==> src/cpu_settings.svh <==
`ifndef CPU_SETTINGS_SVH
`define CPU_SETTINGS_SVH

// data path and instruction word width
`define CPU_DATA_W 32

// register address width, 32 registers
`define CPU_REG_AW 5

// instruction memory address width in words
`define CPU_IM_AW 10

`endif

==> src/cpu_pkg.sv <==
`include "cpu_settings.svh"

package cpu_pkg;

  // major opcode, instruction bits 30:25
  typedef enum logic [5:0] {
    TYPE_BASIC = 6'b100000,
    ADDI       = 6'b101000,
    ORI        = 6'b101100,
    XORI       = 6'b101011,
    MOVI       = 6'b100010
  } opcode_e;

  // sub-opcode of the basic group, bits 4:0
  typedef enum logic [4:0] {
    ADD   = 5'b00000,
    SUB   = 5'b00001,
    AND   = 5'b00010,
    XOR   = 5'b00011,
    OR    = 5'b00100,
    SLLI  = 5'b01000,
    SRLI  = 5'b01001,
    ROTRI = 5'b01011
  } sub_opcode_e;

  typedef enum logic [1:0] {
    STOP  = 2'b00,
    FETCH = 2'b01,
    EXE   = 2'b10,
    WRITE = 2'b11
  } ctrl_state_e;

  // immediate width and extension
  typedef enum logic [1:0] {
    IMM5_ZE  = 2'b00,
    IMM15_SE = 2'b01,
    IMM15_ZE = 2'b10,
    IMM20_SE = 2'b11
  } imm_sel_e;

  typedef struct packed {
    logic                   valid;
    logic [`CPU_IM_AW-1:0]  addr;
    logic [`CPU_DATA_W-1:0] data;
  } im_load_t;

  typedef struct packed {
    logic     reg_read;
    logic     alu_execute;
    logic     reg_write;
    imm_sel_e imm_sel;
    logic     use_imm;
    logic     wb_src2;
  } ctrl_t;

  typedef struct packed {
    logic                   valid;
    logic [`CPU_IM_AW-1:0]  pc;
    logic [`CPU_REG_AW-1:0] rd;
    logic [`CPU_DATA_W-1:0] value;
  } retire_t;

endpackage

==> src/operand_select.sv <==
`timescale 1ns/1ps
`include "cpu_settings.svh"

module operand_select (
  input  cpu_pkg::ctrl_t         ctrl,
  input  logic [`CPU_DATA_W-1:0] src2,
  input  logic [4:0]             imm5,
  input  logic [14:0]            imm15,
  input  logic [19:0]            imm20,
  output logic [`CPU_DATA_W-1:0] operand_b,
  output logic [`CPU_DATA_W-1:0] imm_value
);

  // extend the selected immediate to full width
  always_comb begin
    case (ctrl.imm_sel)
      cpu_pkg::IMM5_ZE: begin
        imm_value = {{(`CPU_DATA_W-5){1'b0}}, imm5};
      end
      cpu_pkg::IMM15_SE: begin
        imm_value = {{(`CPU_DATA_W-15){imm15[14]}}, imm15};
      end
      cpu_pkg::IMM15_ZE: begin
        imm_value = {{(`CPU_DATA_W-15){1'b0}}, imm15};
      end
      cpu_pkg::IMM20_SE: begin
        imm_value = {{(`CPU_DATA_W-20){imm20[19]}}, imm20};
      end
      default: begin
        imm_value = '0;
      end
    endcase
  end

  // register or immediate second operand
  assign operand_b = ctrl.use_imm ? imm_value : src2;

endmodule

==> config.mk <==
export PLATFORM = sky130hd
export DESIGN_NAME = operand_select
export DESIGN_NICKNAME = d
export VERILOG_FILES = /design/src/cpu_pkg.sv /design/src/operand_select.sv
export VERILOG_INCLUDE_DIRS = /design/src /design/src/src
export SDC_FILE = /design/constraint.sdc
export NUM_CORES = 1
export LEC_CHECK = 0
export ABC_AREA = 1
export ABC_CLOCK_PERIOD_IN_PS = 1100
export BUFFER_PORTS_ARGS = -buffer_cell sky130_fd_sc_hd__buf_2
export CAP_MARGIN = 25
export CORE_ASPECT_RATIO = 1.4
export CORE_MARGIN = 2
export CORE_UTILIZATION = 28
export DETAILED_ROUTE_END_ITERATION = 10
export PLACE_DENSITY_LB_ADDON = 0.12
export SLEW_MARGIN = 20
export SYNTH_ARGS = -nofsm -noshare
export SYNTH_HDL_FRONTEND = slang
export SYNTH_SLANG_ARGS = --single-unit
==> constraint.sdc <==
create_clock -name vclk -period 1.1
set_clock_uncertainty 0.2 [all_clocks]
set_input_delay 0.055 -clock vclk [all_inputs]
set_output_delay 0.055 -clock vclk [all_outputs]
set_load 0.01 [all_outputs]
==> impl_results.md <==
- Status: complete, no violations
- Max-slew violations: 0
- CP startpoint kind: primary input
- Die Area: 3890 um^2
- Total Nets Final: ~420
- Rows: 25
- Final Cycle Share: 0.968
- Synth top area share: 0.370
- P&R area growth vs syn: 100%
- I/O Buffers: between 100 and 150
- Critical path, cell by cell: buf_8 > inv_4 > nand2_4 > buf_4 > and3_1 > buf_2
- Setup Viol. Count Final: 0
- Mean post-synth cell area: between 4 and 5 um^2
- Top cells by count, synth: nand2_1 (94), inv_1 (27), nand3_1 (15), buf_4 (13)
- # fillers: a little under 400
- Dpl ws: -62.1 ps
- Syn Nets: 280
- Final Hold Viols: 0
- Seq cells: 0
- Worst relative slew slack: 0.911
- Hold endpoint: operand_b[13]
- First-pass GRT wire length: roughly 5600 um
- Critical Path Sink Type: output port
- Fmax achieved: roughly 940 MHz
- Max-cap viol count: 0
- Layout clock buffers: 0
- Layout cells sized above 1: 0.544
- DPL Wire Length: 3210 um
- Core Footprint: approximately 3300 um^2
- Actual slew at the worst max-slew pin: 132 ps
- Seq. cell area: 0 um^2
- Total Wirelength: ~4000 um
- I/O pin count: ~140
- Setup WS post-layout: around 36 ps
- Hold WC Path Type: in2out
- Critical Path RT: between 800 and 900 ps
- Worst Path Class, Setup: in2out
- Synthesized area: between 900 and 1000 um^2
- DR DRC count: 0
- Worst Path Arrival: 810 ps
- Mapped Cells: 201
- DRT antenna net count: 0
- Yosys warning total: 0
- VDD IR max: about 230 uV
- Drt pass-1 iters: 4
- CP delay by family, top: buffers and inverters
- Multi-input logic area: approximately 790 um^2
- Pwr/cell area: ~460 nW/um^2
- Worst Hold Path Cells: 4
- Initial DRC Count: 11
- Tmin final: 1060 ps
- Vias: ~1700
- Count leader, synth: nand2_1
- Die width: 53.3 um
- Drt wl/cell: approximately 10 um
- Total power: between 0.0008 and 0.0009 W
- Crit path max fanout: 5
- Tot GR Track Use: 0.178
- Hold path start: src2[13]
- Die Height: between 70 and 80 um
- Seq/Total Area, Yosys: 0
- Pleak: between 1 and 1.5 nW
- Area leader, netlist: nand2_1
- DR vias/cell: around 4.5
- Initial core utilization: 0.288
- Slowest stage delay, CP: approximately 160 ps
- WP buf/inv: 4
- Pin count of the biggest net entering global routing: 19
- Routability cong.: around 0.78
- RSZ-0062 raised after global routing: yes
- Hold buffers post-CTS: 0
- Ranking of synthesized cells by area: nand2_1 (37%), inv_1 (11%), buf_4 (10%), nand3_1 (7.9%), and3_1 (6.6%)
- Inserted Diodes: 0
- Count of cell types in the netlist: 17
- Slowest CP cell: buf_4
- Total grt overflow: 0
- Initial antenna violation count: 0
- Vias in the first global route: roughly 1400
report_power, final:
part / switching [W] / leakage [nW] / total [W] / internal, W
combinational: 0.000447 / 1.33 / 0.000881 / 0.000433
clock: 0 / 0 / 0 / 0
sequential: 0 / 0 / 0 / 0
total: 0.000447 / 1.33 / 0.000881 / 0.000433
what timing repair did:
item	CTS	global route
cloned	1	3
buffers inserted	1	0
pin swaps	2	7
resized for setup	13	23
endpoints found under the setup margin	60	45
endpoints found under the hold margin	0	0
routing by layer:
layer  part of all wire  track usage  wire, um
met1               0.36        0.199      1420
met2               0.54        0.358      2150
met3              0.087       0.0143       344
met4              0.010       0.0199        41
met5                  0            0         0
layout make-up:
type,instances,share of cell area
multi-input cells,151,0.416
repair buffers,157,0.490
well taps,40,0.0262
inverters,30,0.0682
tightest hold or removal path: cells and delay by family:
family / cells / cell delay, ps
simple gates: 2 / 80
buf+inv: 2 / 200
metrics by stage:
step,instances,instance area [um^2],setup TNS (ps),hold slack [ps],util
3_5_place_dp,373,1720,-2030,191,0.519
5_1_grt,378,1910,-77.4,209,0.575
2_1_floorplan,201,963,0,33.0,-
3_3_place_gp,373,1720,-1630,188,0.519
4_1_cts,375,1800,0,188,0.542
6_report,378,1910,0,188,0.575
cell usage in the layout, fill, tap and decap left out:
master and instances:
inv_1 25, buf_8 1, and3_4 2, buf_2 135, and3_1 8, nand2_2 7, nand4_1 10, a31oi_1 4
and2_1 5, nand3_2 6, buf_6 6, nand2_1 88, buf_12 5, nor2_1 4, inv_2 2, clkinv_8 1
inv_4 2, buf_4 10, nand2_8 2, nand3_1 10, nand3_4 1, nand2_4 4
logic make-up (layout without fill, tap and decap cells):
family | after synthesis | in the layout | synth area share
AO/OA/AOI/OAI | 4 | 4 | 0.0262
AND/OR/NAND/NOR | 144 | 147 | 0.688
buffers and inverters | 53 | 187 | 0.286
worst max path at each step:
| stage | start | to | slack, ps | cells after the start |
|---|---|---|---|---|
| final | ctrl[3] | imm_value[8] | 40 | 6 |
| after global routing | ctrl[3] | operand_b[7] | -20 | 8 |
| after CTS | ctrl[2] | operand_b[14] | 2 | 8 |
| after detailed placement | ctrl[2] | operand_b[31] | -60 | 8 |
| after global placement | ctrl[2] | operand_b[21] | -50 | 8 |
| after floorplan | ctrl[2] | operand_b[21] | 5 | 8 |
(Power assumes the default switching activity.)
