==> src/cpu_settings.svh <==
`ifndef CPU_SETTINGS_SVH
`define CPU_SETTINGS_SVH

// data path and instruction word width
`define CPU_DATA_W 32

// register address width, 32 registers
`define CPU_REG_AW 5

// instruction memory address width in words
`define CPU_IM_AW 10

`endif

==> src/cpu_pkg.sv <==
`include "cpu_settings.svh"

package cpu_pkg;

  // major opcode, instruction bits 30:25
  typedef enum logic [5:0] {
    TYPE_BASIC = 6'b100000,
    ADDI       = 6'b101000,
    ORI        = 6'b101100,
    XORI       = 6'b101011,
    MOVI       = 6'b100010
  } opcode_e;

  // sub-opcode of the basic group, bits 4:0
  typedef enum logic [4:0] {
    ADD   = 5'b00000,
    SUB   = 5'b00001,
    AND   = 5'b00010,
    XOR   = 5'b00011,
    OR    = 5'b00100,
    SLLI  = 5'b01000,
    SRLI  = 5'b01001,
    ROTRI = 5'b01011
  } sub_opcode_e;

  typedef enum logic [1:0] {
    STOP  = 2'b00,
    FETCH = 2'b01,
    EXE   = 2'b10,
    WRITE = 2'b11
  } ctrl_state_e;

  // immediate width and extension
  typedef enum logic [1:0] {
    IMM5_ZE  = 2'b00,
    IMM15_SE = 2'b01,
    IMM15_ZE = 2'b10,
    IMM20_SE = 2'b11
  } imm_sel_e;

  typedef struct packed {
    logic                   valid;
    logic [`CPU_IM_AW-1:0]  addr;
    logic [`CPU_DATA_W-1:0] data;
  } im_load_t;

  typedef struct packed {
    logic     reg_read;
    logic     alu_execute;
    logic     reg_write;
    imm_sel_e imm_sel;
    logic     use_imm;
    logic     wb_src2;
  } ctrl_t;

  typedef struct packed {
    logic                   valid;
    logic [`CPU_IM_AW-1:0]  pc;
    logic [`CPU_REG_AW-1:0] rd;
    logic [`CPU_DATA_W-1:0] value;
  } retire_t;

endpackage

==> src/alu.sv <==
`timescale 1ns/1ps
`include "cpu_settings.svh"

module alu (
  input  logic                   clock,
  input  cpu_pkg::ctrl_t         ctrl,
  input  cpu_pkg::opcode_e       opcode,
  input  cpu_pkg::sub_opcode_e   sub_opcode,
  input  logic [`CPU_DATA_W-1:0] a,
  input  logic [`CPU_DATA_W-1:0] b,
  output logic [`CPU_DATA_W-1:0] result
);

  logic [4:0]               shamt;
  logic [2*`CPU_DATA_W-1:0] rot_wide;
  logic [`CPU_DATA_W-1:0]   result_next;

  // shift amount is the zero-extended imm5
  assign shamt = b[4:0];

  // rotate right via a doubled word
  assign rot_wide = {a, a} >> shamt;

  always_comb begin
    result_next = '0;
    case (opcode)
      cpu_pkg::TYPE_BASIC: begin
        case (sub_opcode)
          cpu_pkg::ADD:   result_next = a + b;
          cpu_pkg::SUB:   result_next = a - b;
          cpu_pkg::AND:   result_next = a & b;
          cpu_pkg::OR:    result_next = a | b;
          cpu_pkg::XOR:   result_next = a ^ b;
          cpu_pkg::SLLI:  result_next = a << shamt;
          cpu_pkg::SRLI:  result_next = a >> shamt;
          cpu_pkg::ROTRI: result_next = rot_wide[`CPU_DATA_W-1:0];
          default:        result_next = '0;
        endcase
      end
      cpu_pkg::ADDI: result_next = a + b;
      cpu_pkg::ORI:  result_next = a | b;
      cpu_pkg::XORI: result_next = a ^ b;
      default:       result_next = '0;
    endcase
  end

  always_ff @(posedge clock) begin
    if (ctrl.alu_execute) begin
      result <= result_next;
    end
  end

endmodule

==> config.mk <==
export PLATFORM = sky130hd
export DESIGN_NAME = alu
export DESIGN_NICKNAME = d
export VERILOG_FILES = /design/src/cpu_pkg.sv /design/src/alu.sv
export VERILOG_INCLUDE_DIRS = /design/src /design/src/src
export SDC_FILE = /design/constraint.sdc
export NUM_CORES = 1
export LEC_CHECK = 0
export BUFFER_PORTS_ARGS = -buffer_cell sky130_fd_sc_hd__buf_2
export CAP_MARGIN = 20
export CELL_PAD_IN_SITES_DETAIL_PLACEMENT = 1
export CELL_PAD_IN_SITES_GLOBAL_PLACEMENT = 2
export CORE_ASPECT_RATIO = 1.1
export CORE_MARGIN = 2
export CORE_UTILIZATION = 39
export CTS_CLUSTER_SIZE = 20
export DETAILED_ROUTE_END_ITERATION = 10
export GPL_TIMING_DRIVEN = 0
export PLACE_DENSITY = 0.95
export SLEW_MARGIN = 20
export SYNTH_ARGS = -nofsm -noshare
export SYNTH_HDL_FRONTEND = slang
export SYNTH_SLANG_ARGS = --single-unit
==> constraint.sdc <==
create_clock -name clock -period 6.3 [get_ports clock]
set_input_delay 0.315 -clock clock [delete_from_list [all_inputs] [get_ports clock]]
set_output_delay 0.315 -clock clock [all_outputs]
set_load 0.02 [all_outputs]
==> impl_metrics.yaml <==
status:
  run_status: "finished clean"
setup_path:
  cp_cell_sequence: "buf_2 -> inv_1 -> buf_1 -> clkbuf_1 -> buf_1 -> ha_1 -> clkbuf_1 -> a21o_1 -> a31o_2 -> a21oi_1 -> o21ai_0 -> a21oi_1 -> xnor2_1 -> nand2_1 -> a31oi_1 -> or3_1"
  worstSetupPathDepth: 16
  cp-start-kind: "input port"
  startpoint: "b[3]"
  worstPathRequired_ns: 6.34
  crit_end: "result[17]$_DFFE_PP_"
  cp-end-kind: "flip-flop"
  path_class: "in2reg"
  critPathArrivalTime_ns: 5.34
  worstPathMaxFanout: 11
  crit_buf_inv: 6
  crit_path_top_delay_cell: "buf_1"
  critPathMaxStageDelay_ns: 0.66
  cp_top_family: "buffers and inverters"
power:
  ir_drop_mv: 0.0753
  swShare: 0.529
  p_per_area_nw_per_um2: 128
  p_int_mw: 0.717
  pwr-share-clk: 0.163
  seqPwrFrac: 0.168
  combPwrFrac: 0.669
  p_sw_mw: 0.804
  leakage_nw: 4.87
cells_and_area:
  reg_top3: "result (32)"
  area_growth_pct: 10.5
  drive_gt1_frac: 0.153
  utilization: 0.438
  fillers: 3517
  top_register: "result"
  largest_reg_flops: 32
  fin_nets: 1758
  antenna_cells: 0
cts:
  clkTransAtPathRegs_ns: 0.07
  clock_path_buffers: 2
  cts.sinks: 32
  ctsRootBufferMaster: "clkbuf_16"
  cts_buffers: 5
  cts_resized: 0
  cts_hold_buf: 0
  cts_setup_buffers: 0
  htree_levels: 2
  cts_tree: "built"
synth:
  async_flop_share: 0
  avgSynthCellArea_sq_um: 7.34
  synth_edf_count: 32
  yosysTopAreaCell: "mux4_2"
  synth_top_area_frac: 0.115
  syn-cell-area_sq_um: 10700
  synth_nets: 1643
  synthCells: 1462
  yosysWarnings: 0
  ys_ff_latch: 32
  synth_ff_type: "edfxtp_1"
  ys_seq_area_frac: 0.0896
  synth_area_leaders: "mux4_2 (12%), ha_1 (11%), edfxtp_1 (9.0%), a21oi_1 (6.5%), nor2_1 (6.1%)"
  synth.distinct_cells: 87
floorplanning:
  start_util: 0.397
  coreArea_sq_um: 27000
  dieHeight_microns: 178
  rows: 63
  die_w_microns: 162
  ios: 115
  die-area_sq_um: 28900
grt:
  antenna_found_initial: 0
  grt.overflow.total: 0
  grt_pass1_vias: 13500
  gr-usage-all-layers: 0.456
  grt_pass1_wl_microns: 94700
  grt_max_degree: 33
drt:
  viasPerCell: 7.20
  dr.pass1.iters: 6
  drtIter0Drc: 1923
  finalWirelength_microns: 66800
  postRouteAntennaNets: 0
  vias: 13900
  route.detailed.drc: 0
  wl_per_cell_microns: 34.5
timing:
  max_slew_margin: 0.194
  finalCritPeriodShare: 0.842
  fmax_ghz: 0.189
  period_minus_slack_ns: 5.30
  finalSetupViolCount: 0
  hold_viol_final: 0
  tns_ns: 0
  rsz0062_at_grt: "false"
  slew_violations: 0
  worst_slew_pin_slew_ns: 1.21
placed_design:
  port_buffers: 107
  routabilityCongestion: 1.13
  dp_hpwl_microns: 53100
hold_path:
  hold_class: "in2reg"
run:
  max_cap_violations: 0
cell usage after synthesis (16+ instances only):
| master | number |
|---|---|
| nor2_1 | 174 |
| a221oi_1 | 16 |
| o211ai_1 | 30 |
| a21oi_1 | 139 |
| nor3_1 | 25 |
| nand2_1 | 128 |
| o22ai_1 | 46 |
| edfxtp_1 | 32 |
| a31oi_1 | 21 |
| clkbuf_1 | 74 |
| a21o_1 | 18 |
| o221ai_1 | 18 |
| mux2i_1 | 56 |
| a211oi_1 | 19 |
| inv_1 | 90 |
| mux4_2 | 55 |
| o21ai_0 | 110 |
| xnor2_1 | 19 |
| mux2_2 | 16 |
| ha_1 | 96 |
| buf_2 | 20 |
| nand3_1 | 33 |
kinds of logic (layout without fill, tap and decap cells):
kind of cell / Yosys count / count (layout) / synth area share
buf+inv: 212 / 327 / 0.0838
fa+ha+maj: 98 / 98 / 0.116
simple gates: 439 / 439 / 0.183
compound gates: 533 / 533 / 0.326
mux: 127 / 127 / 0.184
flops: 32 / 32 / 0.0896
xor+xnor: 21 / 21 / 0.0171
metal layers:
metal  up-vias  track usage  share of wire  wire length (microns)
li1       5755            -              -                      -
met1      6874        0.591           0.39                  26200
met2      1068        0.705           0.43                  28900
met3       233        0.106           0.11                   7480
met4         0        0.239          0.064                   4270
met5         -            0              0                      0
worst min path at each step:
stage,slack (ns),to,depth (start not counted),start
6_report,0.63,result[21]$_DFFE_PP_,4,b[21]
5_1_grt,0.65,result[21]$_DFFE_PP_,4,b[21]
4_1_cts,0.64,result[21]$_DFFE_PP_,4,b[21]
3_5_place_dp,0.76,result[0],1,result[0]$_DFFE_PP_
3_3_place_gp,0.76,result[29],1,result[29]$_DFFE_PP_
2_1_floorplan,0.43,result[0]$_DFFE_PP_,0,ctrl[5]
power groups by stage:
| stage | Clock (mW) | Combinational [mW] | Sequential [mW] |
|---|---|---|---|
| final | 0.248 | 1.02 | 0.255 |
| after global routing | 0.258 | 1.06 | 0.256 |
| after detailed placement | 0 | 0.969 | 0.259 |
| after CTS | 0.248 | 0.974 | 0.255 |
| after floorplan | 0 | 0.581 | 0.280 |
| after global placement | 0 | 0.959 | 0.259 |
area by class of cell:
cell class	count	area (sq um)	share of cell area
multi-input cells	1218	8870	0.748
plain buffers	118	547	0.0461
inverters	94	353	0.0298
repair buffers	108	543	0.0458
clock buffers	5	125	0.0106
well taps	357	447	0.0377
flip-flops and latches	32	961	0.0811
clock inverters	2	7.51	0.000633
stage by stage:
stage          std cells  total power [mW]  hold WS (ns)  instance area [sq um]  setup slack (ns)
6_report            1934              1.52         0.633                  11900             0.998
2_1_floorplan       1462             0.861         0.427                  10700              2.47
4_1_cts             1934              1.48         0.639                  11900              1.20
3_3_place_gp        1926              1.22         0.760                  11700             0.899
5_1_grt             1934              1.58         0.648                  11900             0.812
3_5_place_dp        1927              1.23         0.762                  11700             0.913
cell usage in the layout, fill, tap and decap left out, types with 9 or more instances in the layout:
master / instances
buf_2: 127
a31oi_1: 21
mux2_2: 16
o221ai_1: 18
inv_1: 90
nor2_1: 174
nand4_1: 10
xnor2_1: 19
o21ai_0: 110
nand2_1: 128
mux2i_1: 56
o211ai_1: 30
a221oi_1: 16
clkbuf_1: 74
a21oi_1: 139
a21o_1: 18
o31ai_1: 11
nand3_1: 33
buf_4: 12
nor3_1: 25
o21bai_1: 10
o22ai_1: 46
nand2b_1: 11
or3_1: 9
mux4_2: 55
a211oi_1: 19
edfxtp_1: 32
ha_1: 96
(Power assumes the default switching activity.)
