File: src/cpu_settings.svh
`ifndef CPU_SETTINGS_SVH
`define CPU_SETTINGS_SVH

// data path and instruction word width
`define CPU_DATA_W 32

// register address width, 32 registers
`define CPU_REG_AW 5

// instruction memory address width in words
`define CPU_IM_AW 10

`endif

File: src/cpu_pkg.sv
`include "cpu_settings.svh"

package cpu_pkg;

  // major opcode, instruction bits 30:25
  typedef enum logic [5:0] {
    TYPE_BASIC = 6'b100000,
    ADDI       = 6'b101000,
    ORI        = 6'b101100,
    XORI       = 6'b101011,
    MOVI       = 6'b100010
  } opcode_e;

  // sub-opcode of the basic group, bits 4:0
  typedef enum logic [4:0] {
    ADD   = 5'b00000,
    SUB   = 5'b00001,
    AND   = 5'b00010,
    XOR   = 5'b00011,
    OR    = 5'b00100,
    SLLI  = 5'b01000,
    SRLI  = 5'b01001,
    ROTRI = 5'b01011
  } sub_opcode_e;

  typedef enum logic [1:0] {
    STOP  = 2'b00,
    FETCH = 2'b01,
    EXE   = 2'b10,
    WRITE = 2'b11
  } ctrl_state_e;

  // immediate width and extension
  typedef enum logic [1:0] {
    IMM5_ZE  = 2'b00,
    IMM15_SE = 2'b01,
    IMM15_ZE = 2'b10,
    IMM20_SE = 2'b11
  } imm_sel_e;

  typedef struct packed {
    logic                   valid;
    logic [`CPU_IM_AW-1:0]  addr;
    logic [`CPU_DATA_W-1:0] data;
  } im_load_t;

  typedef struct packed {
    logic     reg_read;
    logic     alu_execute;
    logic     reg_write;
    imm_sel_e imm_sel;
    logic     use_imm;
    logic     wb_src2;
  } ctrl_t;

  typedef struct packed {
    logic                   valid;
    logic [`CPU_IM_AW-1:0]  pc;
    logic [`CPU_REG_AW-1:0] rd;
    logic [`CPU_DATA_W-1:0] value;
  } retire_t;

endpackage

File: src/ir_controller.sv
`timescale 1ns/1ps
`include "cpu_settings.svh"

module ir_controller (
  input  logic                   clock,
  input  logic                   reset,
  input  logic [`CPU_DATA_W-1:0] instr,
  input  logic [`CPU_IM_AW-1:0]  pc,
  input  logic [`CPU_DATA_W-1:0] alu_result,
  input  logic [`CPU_DATA_W-1:0] imm_value,
  output cpu_pkg::ctrl_t         ctrl,
  output cpu_pkg::opcode_e       opcode,
  output cpu_pkg::sub_opcode_e   sub_opcode,
  output logic [`CPU_REG_AW-1:0] ra,
  output logic [`CPU_REG_AW-1:0] rb,
  output logic [`CPU_REG_AW-1:0] rd,
  output logic [4:0]             imm5,
  output logic [14:0]            imm15,
  output logic [19:0]            imm20,
  output logic                   pc_advance,
  output cpu_pkg::retire_t       retire
);

  cpu_pkg::ctrl_state_e   state;
  cpu_pkg::ctrl_state_e   state_next;
  logic [`CPU_DATA_W-1:0] ir;
  logic [`CPU_DATA_W-1:0] cur;
  logic                   valid_op;
  logic                   is_nop;

  always_ff @(posedge clock) begin
    if (reset) begin
      state <= cpu_pkg::STOP;
    end else begin
      state <= state_next;
    end
  end

  always_comb begin
    case (state)
      cpu_pkg::STOP:  state_next = cpu_pkg::FETCH;
      cpu_pkg::FETCH: state_next = cpu_pkg::EXE;
      cpu_pkg::EXE:   state_next = cpu_pkg::WRITE;
      default:        state_next = cpu_pkg::STOP;
    endcase
  end

  always_ff @(posedge clock) begin
    if (state == cpu_pkg::FETCH) begin
      ir <= instr;
    end
  end

  // register reads happen in fetch, before ir holds the new word
  assign cur = (state == cpu_pkg::FETCH) ? instr : ir;

  assign opcode     = cpu_pkg::opcode_e'(cur[30:25]);
  assign sub_opcode = cpu_pkg::sub_opcode_e'(cur[4:0]);
  assign rd         = cur[24:20];
  assign ra         = cur[19:15];
  assign rb         = cur[14:10];
  assign imm5       = cur[14:10];
  assign imm15      = cur[14:0];
  assign imm20      = cur[19:0];

  // srli by zero is the nop encoding
  assign is_nop = (opcode == cpu_pkg::TYPE_BASIC) && (sub_opcode == cpu_pkg::SRLI) &&
                  (imm5 == 5'd0);

  always_comb begin
    ctrl.imm_sel = cpu_pkg::IMM5_ZE;
    ctrl.use_imm = 1'b0;
    valid_op     = 1'b0;
    case (opcode)
      cpu_pkg::TYPE_BASIC: begin
        case (sub_opcode)
          cpu_pkg::ADD, cpu_pkg::SUB, cpu_pkg::AND, cpu_pkg::OR, cpu_pkg::XOR: begin
            valid_op = 1'b1;
          end
          cpu_pkg::SLLI, cpu_pkg::SRLI, cpu_pkg::ROTRI: begin
            valid_op     = 1'b1;
            ctrl.use_imm = 1'b1;
          end
          default: valid_op = 1'b0;
        endcase
      end
      cpu_pkg::ADDI: begin
        valid_op     = 1'b1;
        ctrl.imm_sel = cpu_pkg::IMM15_SE;
        ctrl.use_imm = 1'b1;
      end
      cpu_pkg::ORI, cpu_pkg::XORI: begin
        valid_op     = 1'b1;
        ctrl.imm_sel = cpu_pkg::IMM15_ZE;
        ctrl.use_imm = 1'b1;
      end
      cpu_pkg::MOVI: begin
        valid_op     = 1'b1;
        ctrl.imm_sel = cpu_pkg::IMM20_SE;
        ctrl.use_imm = 1'b1;
      end
      default: valid_op = 1'b0;
    endcase
    ctrl.wb_src2     = (opcode == cpu_pkg::MOVI);
    ctrl.reg_read    = (state == cpu_pkg::FETCH);
    ctrl.alu_execute = (state == cpu_pkg::EXE);
    ctrl.reg_write   = (state == cpu_pkg::WRITE) && valid_op && !is_nop;
  end

  assign pc_advance = (state == cpu_pkg::WRITE);

  // report the writeback as it happens
  always_comb begin
    retire.valid = ctrl.reg_write;
    retire.pc    = pc;
    retire.rd    = rd;
    retire.value = ctrl.wb_src2 ? imm_value : alu_result;
  end

endmodule

File: config.mk
export PLATFORM = sky130hd
export DESIGN_NAME = ir_controller
export DESIGN_NICKNAME = d
export VERILOG_FILES = /design/src/cpu_pkg.sv /design/src/ir_controller.sv
export VERILOG_INCLUDE_DIRS = /design/src /design/src/src
export SDC_FILE = /design/constraint.sdc
export NUM_CORES = 1
export LEC_CHECK = 0
export BUFFER_PORTS_ARGS = -buffer_cell sky130_fd_sc_hd__clkbuf_2
export CAP_MARGIN = 20
export CORE_AREA = 2 2 88 90
export CTS_CLUSTER_SIZE = 40
export DETAILED_ROUTE_END_ITERATION = 12
export DIE_AREA = 0 0 90 92
export PLACE_DENSITY = 0.7
export SETUP_SLACK_MARGIN = 0.1
export SYNTH_ARGS = -nofsm -noshare
export SYNTH_HDL_FRONTEND = slang
export SYNTH_SLANG_ARGS = --single-unit
File: constraint.sdc
create_clock -name clock -period 3.16 [get_ports clock]
set_input_delay 0.158 -clock clock [delete_from_list [all_inputs] [get_ports clock]]
set_output_delay 0.158 -clock clock [all_outputs]
set_load 0.03 [all_outputs]
==> flow_summary.ini <==
[status]
status = finished, final reports clean

[clock_tree]
cts_resized = 0
h-tree-depth = 2
postCtsHoldBufs = 0
cts_buffers = 5
clk_pin_slew_ns = 0.07
clkSinkCount = 33
cts_buffer_depth = 2
cts_tree = yes
cts-root-buf = clkbuf_8
clkLatencyLatePin_ns = 0.28
post_cts_buffers = 0

[detailed_routing]
dr_wl_met2_um = 3247
avgRoutedWirePerCell_um = 13.48
dr.max_layer_used = met4
avgViaCountPerCell = 4.315
drt_iter0_markers = 26
dr_wl_met3_um = 600
detail_route.wirelength.met1_um = 2388
num_vias = 2015
drc_errors = 0
drt-pass1-iter-count = 4
drt-total-wl_um = 6295
ant_nets = 0

[critical_path]
crit_start = state[1]
ff2ff_setup_slack_ns = 1.53
r2r-start = state[1]
start_kind = flop
ff2ff_path_depth = 4
worst-setup-path-type = flop to output pin
worstPathArrival_ns = 2.65
endpoint_kind = output pin
cp_max_fo = 33
crit_required_ns = 3.00
endpoint = retire[16]
r2r-end = ir[2]

[timing]
period_needed_ns = 2.812
worst_pin_slew_ns = 0.4086
setup_viol = 0
slew_headroom = 0.7222
period_share = 0.8898
rsz0062_at_grt = no
timing.fmax_mhz = 355.6
drv_slew = 0
fin_tns_setup_ns = 0
hold_viol_final = 0
fin_skew_ns = 0.004646
fin_hold_ws_ns = 0.04873
fin_ws_ns = 0.3482

[place]
gp_congestion = 0.7285
port-buffer-count = 208
pre_cts_slack_ns = 0.4672
dp_hpwl_um = 5473

[yosys]
async_flop_share = 0
synth_seq_cells = 33
syn_nets = 318
synth-edff-count = 0
netlist_instances = 205
yosysWarnings = 0
yosysUniqueCellTypes = 32
avgSynthCellArea_um2 = 10.52
synthFlopType = dfxtp_1
synthesis.area_mm2 = 0.002156
synth_seq_area_share = 0.3064

[global_route]
grt_remaining_overflow = 0
grt_start_max_net_pins = 34
track_usage = 0.1417
grt_pass1_wl_um = 9225
grt_antenna_before_repair = 0
grt_pass1_vias = 1800

[finish]
nNetsFinal = 477
drive_above_1_share = 0.7479
n_fill_cell = 766
regArea_um2 = 660.6
multi_input_area_mm2 = 0.001044
fin_util = 0.4074
area_growth_pct = 40.74
insertedDiodeCount = 0

[floorplan]
die-area_mm2 = 0.008280
rows = 32
fp.dieH_um = 92
start_util = 0.2895
ios = 230
core_area_mm2 = 0.007447
dieWidth_um = 90

[run]
timing.max_cap.violations = 0

[power]
p_total_w = 0.004230
ir_worst_vdd_mv = 0.7652
power.density_mw_per_mm2 = 1394
total_leakage_power_nw = 1.592

[min_path]
min_path_type = primary input to flop
==> cells by family after synthesis <==
kind of cell / synth area share
fa+ha+maj: 0.02902
flops: 0.3064
mux: 0.3308
simple gates: 0.07488
compound gates: 0.04353
buf+inv: 0.2153
==> worst min-delay path by stage <==
stage / cells after the start / start / endpoint / slack, ns
3_3_place_gp: 0 / pc[6] / retire[43] / 0.32
6_report: 2 / reset / state[1] / 0.05
3_5_place_dp: 0 / pc[6] / retire[43] / 0.32
5_1_grt: 2 / reset / state[0] / 0.05
4_1_cts: 2 / reset / state[1] / 0.04
2_1_floorplan: 1 / reset / state[1] / 0.23
==> per-stage QoR <==
step | cells | instance area [um2]
after global routing | 467 | 3034
after detailed placement | 459 | 2900
after global placement | 459 | 2900
after CTS | 467 | 3017
final | 467 | 3034
after floorplan | 205 | 2156
==> sequential cells by signal, summed over array words and instances, names as in the netlist <==
signal,count
state,2
ir,31
==> cells in the final DEF (no fill, tap or decap) <==
| cell | count |
|---|---|
| clkbuf_2 | 208 |
| mux2_2 | 49 |
| dfxtp_1 | 33 |
| mux2_1 | 11 |
| nor2_1 | 8 |
| inv_1 | 6 |
| nor3_1 | 6 |
| clkbuf_8 | 6 |
| a21oi_1 | 4 |
| o21ai_0 | 4 |
| ha_1 | 4 |
| mux2i_2 | 2 |
| nor2b_1 | 2 |
| buf_6 | 2 |
| mux2i_1 | 1 |
| and3b_1 | 1 |
| nor3b_1 | 1 |
| o21ai_1 | 1 |
| nor3_4 | 1 |
| a32oi_1 | 1 |
| or3_1 | 1 |
| or4_4 | 1 |
| a21o_1 | 1 |
| o31ai_1 | 1 |
| and3_1 | 1 |
| nand3b_1 | 1 |
| nor4b_1 | 1 |
| nor4_1 | 1 |
| and4b_1 | 1 |
| o41ai_2 | 1 |
| a21oi_2 | 1 |
| ha_4 | 1 |
| clkbuf_1 | 1 |
| bufinv_16 | 1 |
==> synth_stat cells, types with 2 or more instances <==
library cell | count | area share
o21ai_0 | 4 | 0.0093
dfxtp_1 | 33 | 0.31
buf_6 | 4 | 0.021
a21oi_1 | 4 | 0.0093
mux2_2 | 49 | 0.26
mux2i_2 | 2 | 0.013
mux2_1 | 11 | 0.057
inv_1 | 6 | 0.010
nor2b_1 | 2 | 0.0058
nor2_1 | 8 | 0.014
buf_2 | 2 | 0.0046
nor3_1 | 6 | 0.014
buf_4 | 51 | 0.18
ha_1 | 5 | 0.029
==> final cells by class <==
cell class                      instances  area share
Multi-Input combinational cell        108      0.3439
Tap cell                              102     0.04206
Inverter                                6    0.007423
Clock inverter                          1    0.009897
Clock buffer                            7     0.02845
Timing Repair Buffer                  210      0.3505
Sequential cell                        33      0.2177
==> critical path, stage by stage (launching register included) <==
cell      delay, ns
dfxtp_1        0.34
inv_1          0.12
ha_4           0.26
mux2i_2        0.33
o21ai_1        0.21
nor3_4         0.20
buf_6          0.29
mux2_2         0.38
clkbuf_2       0.21
==> per-layer routing <==
| metal | up-vias | track usage |
|---|---|---|
| li1 | 979 | - |
| met3 | 5 | 0.04108 |
| met4 | 0 | 0.03462 |
| met1 | 902 | 0.1643 |
| met2 | 129 | 0.2563 |
| met5 | - | 0 |
==> report_power, final <==
| group | internal (W) | total, W | leakage [nW] | switching [W] |
|---|---|---|---|---|
| Clock | 0.000257 | 0.000406 | 0.0585 | 0.000149 |
| Sequential | 0.000648 | 0.000732 | 0.278 | 0.0000839 |
| Combinational | 0.000903 | 0.00309 | 1.26 | 0.00219 |
| Total | 0.00181 | 0.00423 | 1.59 | 0.00242 |
Note: power is estimated with default switching activity, not from simulation.
