## config.mk

```make
export PLATFORM = sky130hd
export DESIGN_NAME = register_file
export DESIGN_NICKNAME = d
export VERILOG_FILES = /design/src/cpu_pkg.sv /design/src/register_file.sv
export VERILOG_INCLUDE_DIRS = /design/src /design/src/src
export SDC_FILE = /design/constraint.sdc
export NUM_CORES = 1
export LEC_CHECK = 0
export ABC_CLOCK_PERIOD_IN_PS = 4100
export BUFFER_PORTS_ARGS = -buffer_cell sky130_fd_sc_hd__buf_2
export CAP_MARGIN = 20
export CORE_MARGIN = 1
export CORE_UTILIZATION = 61
export DETAILED_ROUTE_END_ITERATION = 8
export PLACE_DENSITY = 0.78
export SETUP_SLACK_MARGIN = 0.3
export SLEW_MARGIN = 20
export SYNTH_ARGS = -nofsm -noshare
export SYNTH_HDL_FRONTEND = slang
export SYNTH_SLANG_ARGS = --single-unit
```

## constraint.sdc

```tcl
create_clock -name clock -period 4.1 [get_ports clock]
set_input_delay 0.82 -clock clock [delete_from_list [all_inputs] [get_ports clock]]
set_output_delay 0.82 -clock clock [all_outputs]
set_load 0.005 [all_outputs]
```

## src/cpu_settings.svh

```systemverilog
`ifndef CPU_SETTINGS_SVH
`define CPU_SETTINGS_SVH

// data path and instruction word width
`define CPU_DATA_W 32

// register address width, 32 registers
`define CPU_REG_AW 5

// instruction memory address width in words
`define CPU_IM_AW 10

`endif

```

## src/cpu_pkg.sv

```systemverilog
`include "cpu_settings.svh"

package cpu_pkg;

  // major opcode, instruction bits 30:25
  typedef enum logic [5:0] {
    TYPE_BASIC = 6'b100000,
    ADDI       = 6'b101000,
    ORI        = 6'b101100,
    XORI       = 6'b101011,
    MOVI       = 6'b100010
  } opcode_e;

  // sub-opcode of the basic group, bits 4:0
  typedef enum logic [4:0] {
    ADD   = 5'b00000,
    SUB   = 5'b00001,
    AND   = 5'b00010,
    XOR   = 5'b00011,
    OR    = 5'b00100,
    SLLI  = 5'b01000,
    SRLI  = 5'b01001,
    ROTRI = 5'b01011
  } sub_opcode_e;

  typedef enum logic [1:0] {
    STOP  = 2'b00,
    FETCH = 2'b01,
    EXE   = 2'b10,
    WRITE = 2'b11
  } ctrl_state_e;

  // immediate width and extension
  typedef enum logic [1:0] {
    IMM5_ZE  = 2'b00,
    IMM15_SE = 2'b01,
    IMM15_ZE = 2'b10,
    IMM20_SE = 2'b11
  } imm_sel_e;

  typedef struct packed {
    logic                   valid;
    logic [`CPU_IM_AW-1:0]  addr;
    logic [`CPU_DATA_W-1:0] data;
  } im_load_t;

  typedef struct packed {
    logic     reg_read;
    logic     alu_execute;
    logic     reg_write;
    imm_sel_e imm_sel;
    logic     use_imm;
    logic     wb_src2;
  } ctrl_t;

  typedef struct packed {
    logic                   valid;
    logic [`CPU_IM_AW-1:0]  pc;
    logic [`CPU_REG_AW-1:0] rd;
    logic [`CPU_DATA_W-1:0] value;
  } retire_t;

endpackage

```

## src/register_file.sv

```systemverilog
`timescale 1ns/1ps
`include "cpu_settings.svh"

module register_file (
  input  logic                   clock,
  input  cpu_pkg::ctrl_t         ctrl,
  input  logic [`CPU_REG_AW-1:0] ra,
  input  logic [`CPU_REG_AW-1:0] rb,
  input  logic [`CPU_REG_AW-1:0] rd,
  input  logic [`CPU_DATA_W-1:0] wdata,
  output logic [`CPU_DATA_W-1:0] src1,
  output logic [`CPU_DATA_W-1:0] src2
);

  localparam int NUM_REGS = 1 << `CPU_REG_AW;

  // r0 is not hardwired
  logic [`CPU_DATA_W-1:0] regs [NUM_REGS];

  always_ff @(posedge clock) begin
    if (ctrl.reg_read) begin
      src1 <= regs[ra];
      src2 <= regs[rb];
    end
  end

  always_ff @(posedge clock) begin
    if (ctrl.reg_write) begin
      regs[rd] <= wdata;
    end
  end

endmodule

```

==> results of run 1 <==
## Yosys cell counts (all sizes together), types with 2 or more instances
library cell,count,area [um2]
a21oi,192,961
a22o,128,1120
a22oi,192,1440
a31oi,64,400
and2,2,12.5
buf,163,1210
clkbuf,90,353
edfxtp,1088,32700
mux2i,1024,10200
nand2,195,732
nand2b,4,25.0
nand3,194,971
nand3b,5,37.5
nor2,35,131
nor2b,4,25.0
nor3,64,320
or2,2,12.5
or3b,3,26.3
## through the flow
stage               hold slack [ns]  worst slack (ns)  power [mW]  utilization  area, um2
CTS                           0.599              1.70        24.1        0.686      56300
global route                  0.644              1.58        24.7        0.686      56300
detailed placement            0.700              1.02        14.7        0.645      52900
floorplan                     0.655             0.846        14.0            -      50700
finish                        0.624              1.57        24.1        0.686      56300
global placement              0.685              1.06        14.7        0.645      52900
## state kept, by name (all words and copies together), names as in the netlist
register  count
regs       1024
src1         32
src2         32
## worst min path at each step
stage / from / to / slack (ns)
6_report: wdata[18] / regs[29][18]$_DFFE_PP_ / 0.62
5_1_grt: wdata[18] / regs[12][18]$_DFFE_PP_ / 0.64
4_1_cts: wdata[18] / regs[26][18]$_DFFE_PP_ / 0.60
3_5_place_dp: regs[9][2]$_DFFE_PP_ / src1[2]$_DFFE_PP_ / 0.70
3_3_place_gp: regs[25][22]$_DFFE_PP_ / src1[22]$_DFFE_PP_ / 0.68
2_1_floorplan: regs[16][1]$_DFFE_PP_ / src1[1]$_DFFE_PP_ / 0.66
## kinds of logic after synthesis
family,after synthesis
compound gates,576
buf+inv,253
flops,1088
mux,1024
simple gates,509
## per-layer routing
layer	GRT usage	vias to the layer above
met2	0.536	2473
met1	0.461	16751
met3	0.0716	492
met5	0	-
li1	-	13895
met4	0.162	14
## power groups by stage
| stage | registers [mW] | clock network [mW] | logic, mW |
|---|---|---|---|
| CTS | 12.6 | 9.58 | 1.96 |
| finish | 12.6 | 9.55 | 2.02 |
| floorplan | 12.8 | 0 | 1.21 |
| global route | 12.6 | 10.0 | 2.10 |
| detailed placement | 12.8 | 0 | 1.96 |
| global placement | 12.8 | 0 | 1.90 |
## cell type report
cell class                 instances  area share
sequential                      1088       0.580
multi-input combinational       2109       0.298
clock buffer                     117      0.0478
timing repair buffer             259      0.0383
tap                             1070      0.0238
clock inverter                    80      0.0122
antenna                            6    0.000266
## worst register-to-register path: stages, from the launching register on
cell	delay, ns
edfxtp_1	0.41
mux2i_1	0.18
a22o_1	0.18
nor3_1	0.06
a31oi_1	0.52
nand3_1	0.21
==> impl_metrics.toml, run 1 <==
[global_routing]
grt_max_degree = 77
track_usage = 0.342
grt_pass1_vias = 33071
antenna_found_initial = 14
grt_pass1_wl_um = 212000
globalRoute.totalOverflow = 0

[floorplanning]
core_um2 = 82100
die_y_um = 290
rows = 105
die_area_um2 = 84300
start_util = 0.618
boundaryPins = 119
die_x_um = 290

[cells_and_area]
drive_gt1_frac = 0.128
final_nets = 3618
final_common_cell = "edfxtp_1"
area_delta_synth_final_pct = 11.1
multiInputGateArea_um2 = 16800
finalNonFillerCells = 4729
final-seq-area_um2 = 32700
fillers = 5250
final_cell_mix = "1088 x edfxtp_1, 1024 x mux2i_1, 194 x nand3_1, 193 x nand2_1"

[setup_path]
cpPeakStageDelay_ns = 0.52
worstPathArrival_ns = 2.90
reg2reg_to = "src2[10]$_DFFE_PP_"
startpoint_type = "primary input"
path_depth = 7
rr_startpoint = "regs[4][10]$_DFFE_PP_"
worstSetupPathType = "primary input to register"
cp-startpoint = "rb[1]"
crit_fanout = 52
r2r_setup_slack_ns = 2.25
cp_slowest_cell = "a31oi_1"
r2r_cells = 5
crit_family = "buffers and inverters"
end_kind = "register"
crit_buf_inv = 2
critPathCapture = "src2[10]$_DFFE_PP_"
path_cells = "buf_8 > buf_4 > mux2i_1 > a22o_1 > nor3_1 > a31oi_1 > nand3_1"
required_ns = 4.47

[synth]
ys_ff_latch = 1088
synth_edf_count = 1088
synth_fa_ha_area_frac = 0
syn_inst = 3450
avgSynthCellArea_um2 = 14.7
synth_warnings = 0
ys_seq_area_frac = 0.644
synth_area_um2 = 50700
synth_compound_area_frac = 0.0774
synthesis.nets = 3505
synth-simple-area-share = 0.0453
synth_top_family_by_area = "multiplexers"
synth_mux_area_frac = 0.202
yosys.cell_types.count = 23
synth_xor_area_frac = 0
async_reset_ff_frac = 0
synthFlopType = "edfxtp_1"

[sta]
fin_tns_setup_ns = 0
drv_slew = 0
slew_headroom = 0.230
fmax_mhz = 396
period_share = 0.616
rsz0062_at_grt = "false"
finalHoldViolCount = 0
finalClockSkew_ns = 0.0222
worst_pin_slew_ns = 1.15
finalCriticalPeriod_ns = 2.53
setup_viol = 0

[detailed_routing]
routed_via_density = 7.11
drt-initial-drc-count = 4795
firstDrtPassIters = 6
dr_wl_met3_um = 18500
wl_met1_um = 53900
dr.max_layer_used = "met5"
wirelength_um = 148000
remaining_drc_errors = 0
wl_met2_um = 68000
vias = 33625
ant_nets = 0
routedWlPerCell_um = 31.2

[pwr]
power.density_nw_per_um2 = 428
swShare = 0.232
pwr-share-comb = 0.084
p_int_mw = 18.5
clkPwrFrac = 0.396
p_switching_mw = 5.60
p_leak_nw = 21.0
vdd_ir_drop_max_v = 0.000347
power_frac_seq = 0.520

[clocking]
cts.sinks = 1088
cts_setup_buffers = 0
root_buffer = "clkbuf_16"
hold_buffers = 0
cts-htree-levels = 3
cts_max_path_buffers = 3
clk_latency_ns = 0.68
numCtsBuffers = 105
clk_pin_slew_ns = 0.07
cts_tree = "done"
cts_resized = 0

[outcome]
status = "finished clean"

[run]
drv_cap = 0

[placement]
dp_cells = 4526
dp_hpwl_um = 83600
globalplace.congestion = 0.891
port_buffers = 113

[hold_path]
hold_path_depth = 1
min_path_type = "primary input to register"
No activity file was read; power rests on OpenSTA's default activity.
==> run 2: changes to the inputs <==
Settings changed: ABC_CLOCK_PERIOD_IN_PS 4100 to 2600.
Clock period 4.1 ns to 2.6 ns, I/O delays scaled along.
==> impl_metrics.toml, run 2 (synthesis results as in run 1) <==
[outcome]
status = "finished clean"

[global_routing]
globalRoute.totalOverflow = 0
track_usage = 0.355
antenna_found_initial = 6
grt_pass1_vias = 34591
grt_max_degree = 52
grt_pass1_wl_um = 220000

[run]
drv_cap = 0

[clocking]
cts_max_path_buffers = 3
cts_tree = "done"
cts_resized = 0
cts.sinks = 1088
clk_latency_ns = 0.69
hold_buffers = 0
cts-htree-levels = 3
root_buffer = "clkbuf_16"
cts_setup_buffers = 0
clk_pin_slew_ns = 0.06
numCtsBuffers = 108

[setup_path]
rr_startpoint = "regs[3][12]$_DFFE_PP_"
cp_slowest_cell = "edfxtp_1"
crit_buf_inv = 1
end_kind = "output pin"
required_ns = 2.08
cpPeakStageDelay_ns = 0.49
crit_fanout = 1
r2r_setup_slack_ns = 0.96
crit_family = "flip-flops"
path_cells = "buf_2"
r2r_cells = 5
startpoint_type = "register"
worstSetupPathType = "register to output pin"
worstPathArrival_ns = 1.34
reg2reg_to = "src2[12]$_DFFE_PP_"

[floorplanning]
die_y_um = 290
boundaryPins = 119
die_x_um = 290
die_area_um2 = 84300
start_util = 0.618
core_um2 = 82100
rows = 105

[hold_path]
min_path_type = "primary input to register"
hold_path_depth = 1
worstHoldEndpoint = "src1[22]$_DFFE_PP_"
hold_path_startpoint = "ctrl[6]"

[pwr]
vdd_ir_drop_max_v = 0.000620
power_mw = 38.9
p_leak_nw = 21.6
power.density_nw_per_um2 = 675

[cells_and_area]
drive_gt1_frac = 0.145
area_delta_synth_final_pct = 13.7
final_nets = 3689
final_util = 0.702
final_cell_mix = "1088 x edfxtp_1, 1024 x mux2i_1, 194 x nand3_1, 193 x nand2_1"
regMostFlops = "regs"
finalNonFillerCells = 4791
final_common_cell = "edfxtp_1"
top_regs = "regs (1024), src1 (32), src2 (32)"
largest_reg_flops = 1024
fin_area_um2 = 57700

[placement]
dp_slack_ns = 0.209
dp_hpwl_um = 84900
port_buffers = 113
dp_cells = 4594
place_area_um2 = 54100
globalplace.congestion = 0.875

[sta]
finalClockSkew_ns = 0.0315
holdWs_ns = 0.281
drv_slew = 0
finalHoldViolCount = 0
setup_viol = 0
rsz0062_at_grt = "false"
fin_ws_ns = 0.738
fin_tns_setup_ns = 0
finalCriticalPeriod_ns = 1.86
slew_headroom = 0.564
fmax_mhz = 537
period_share = 0.716
worst_pin_slew_ns = 0.653

[detailed_routing]
wirelength_um = 152000
routed_via_density = 7.18
firstDrtPassIters = 7
ant_nets = 0
vias = 34388
remaining_drc_errors = 0
drt-initial-drc-count = 5036
routedWlPerCell_um = 31.7
run 2: cell count changes in the layout (fill, tap and decap cells not counted), sizes merged:
| cell | before | now |
|---|---|---|
| clkbuf | 117 | 130 |
| buf | 259 | 327 |
| bufinv | 10 | 14 |
| diode | 6 | 2 |
| clkinvlp | 5 | 4 |
| inv | 4 | 2 |
| clkinv | 61 | 45 |
run 2: worst register-to-register path, stage by stage, from the launching register on:
cell	delay [ns]
edfxtp_1	0.39
mux2i_1	0.17
a22o_1	0.16
nor3_1	0.06
a31oi_1	0.26
nand3_1	0.28
run 2: final cells by class:
type,count,area (um2)
Timing Repair Buffer,327,3330
Clock inverter,65,698
Fill cell,5133,24400
Tap cell,1070,1340
Sequential cell,1088,32700
Clock buffer,130,2850
Multi-Input combinational cell,2109,16800
Antenna cell,2,5.00
run 2: power by group:
part | switching, mW | total [mW] | internal, mW
clock network | 6.59 | 15.7 | 9.16
registers | 0.151 | 19.8 | 19.6
logic | 2.12 | 3.38 | 1.26
total | 8.86 | 38.9 | 30.1
run 2: layer usage:
metal	up-vias	share of wire	GRT usage
met5	-	0.00043	0
met4	10	0.061	0.212
met3	626	0.12	0.0674
met2	2672	0.47	0.559
met1	17041	0.36	0.462
li1	14039	-	-
run 2: how the worst max path moves through the flow:
stage                      endpoint  slack (ns)  cells after the start              start
2_1_floorplan  regs[1][0]$_DFFE_PP_       -0.15                      2              rd[3]
3_3_place_gp     src1[18]$_DFFE_PP_        0.29                      7              ra[2]
3_5_place_dp     src1[31]$_DFFE_PP_        0.21                      8              ra[1]
4_1_cts                     src2[6]        0.71                      1  src2[6]$_DFFE_PP_
5_1_grt                     src1[9]        0.69                      1  src1[9]$_DFFE_PP_
6_report                    src2[6]        0.74                      1  src2[6]$_DFFE_PP_
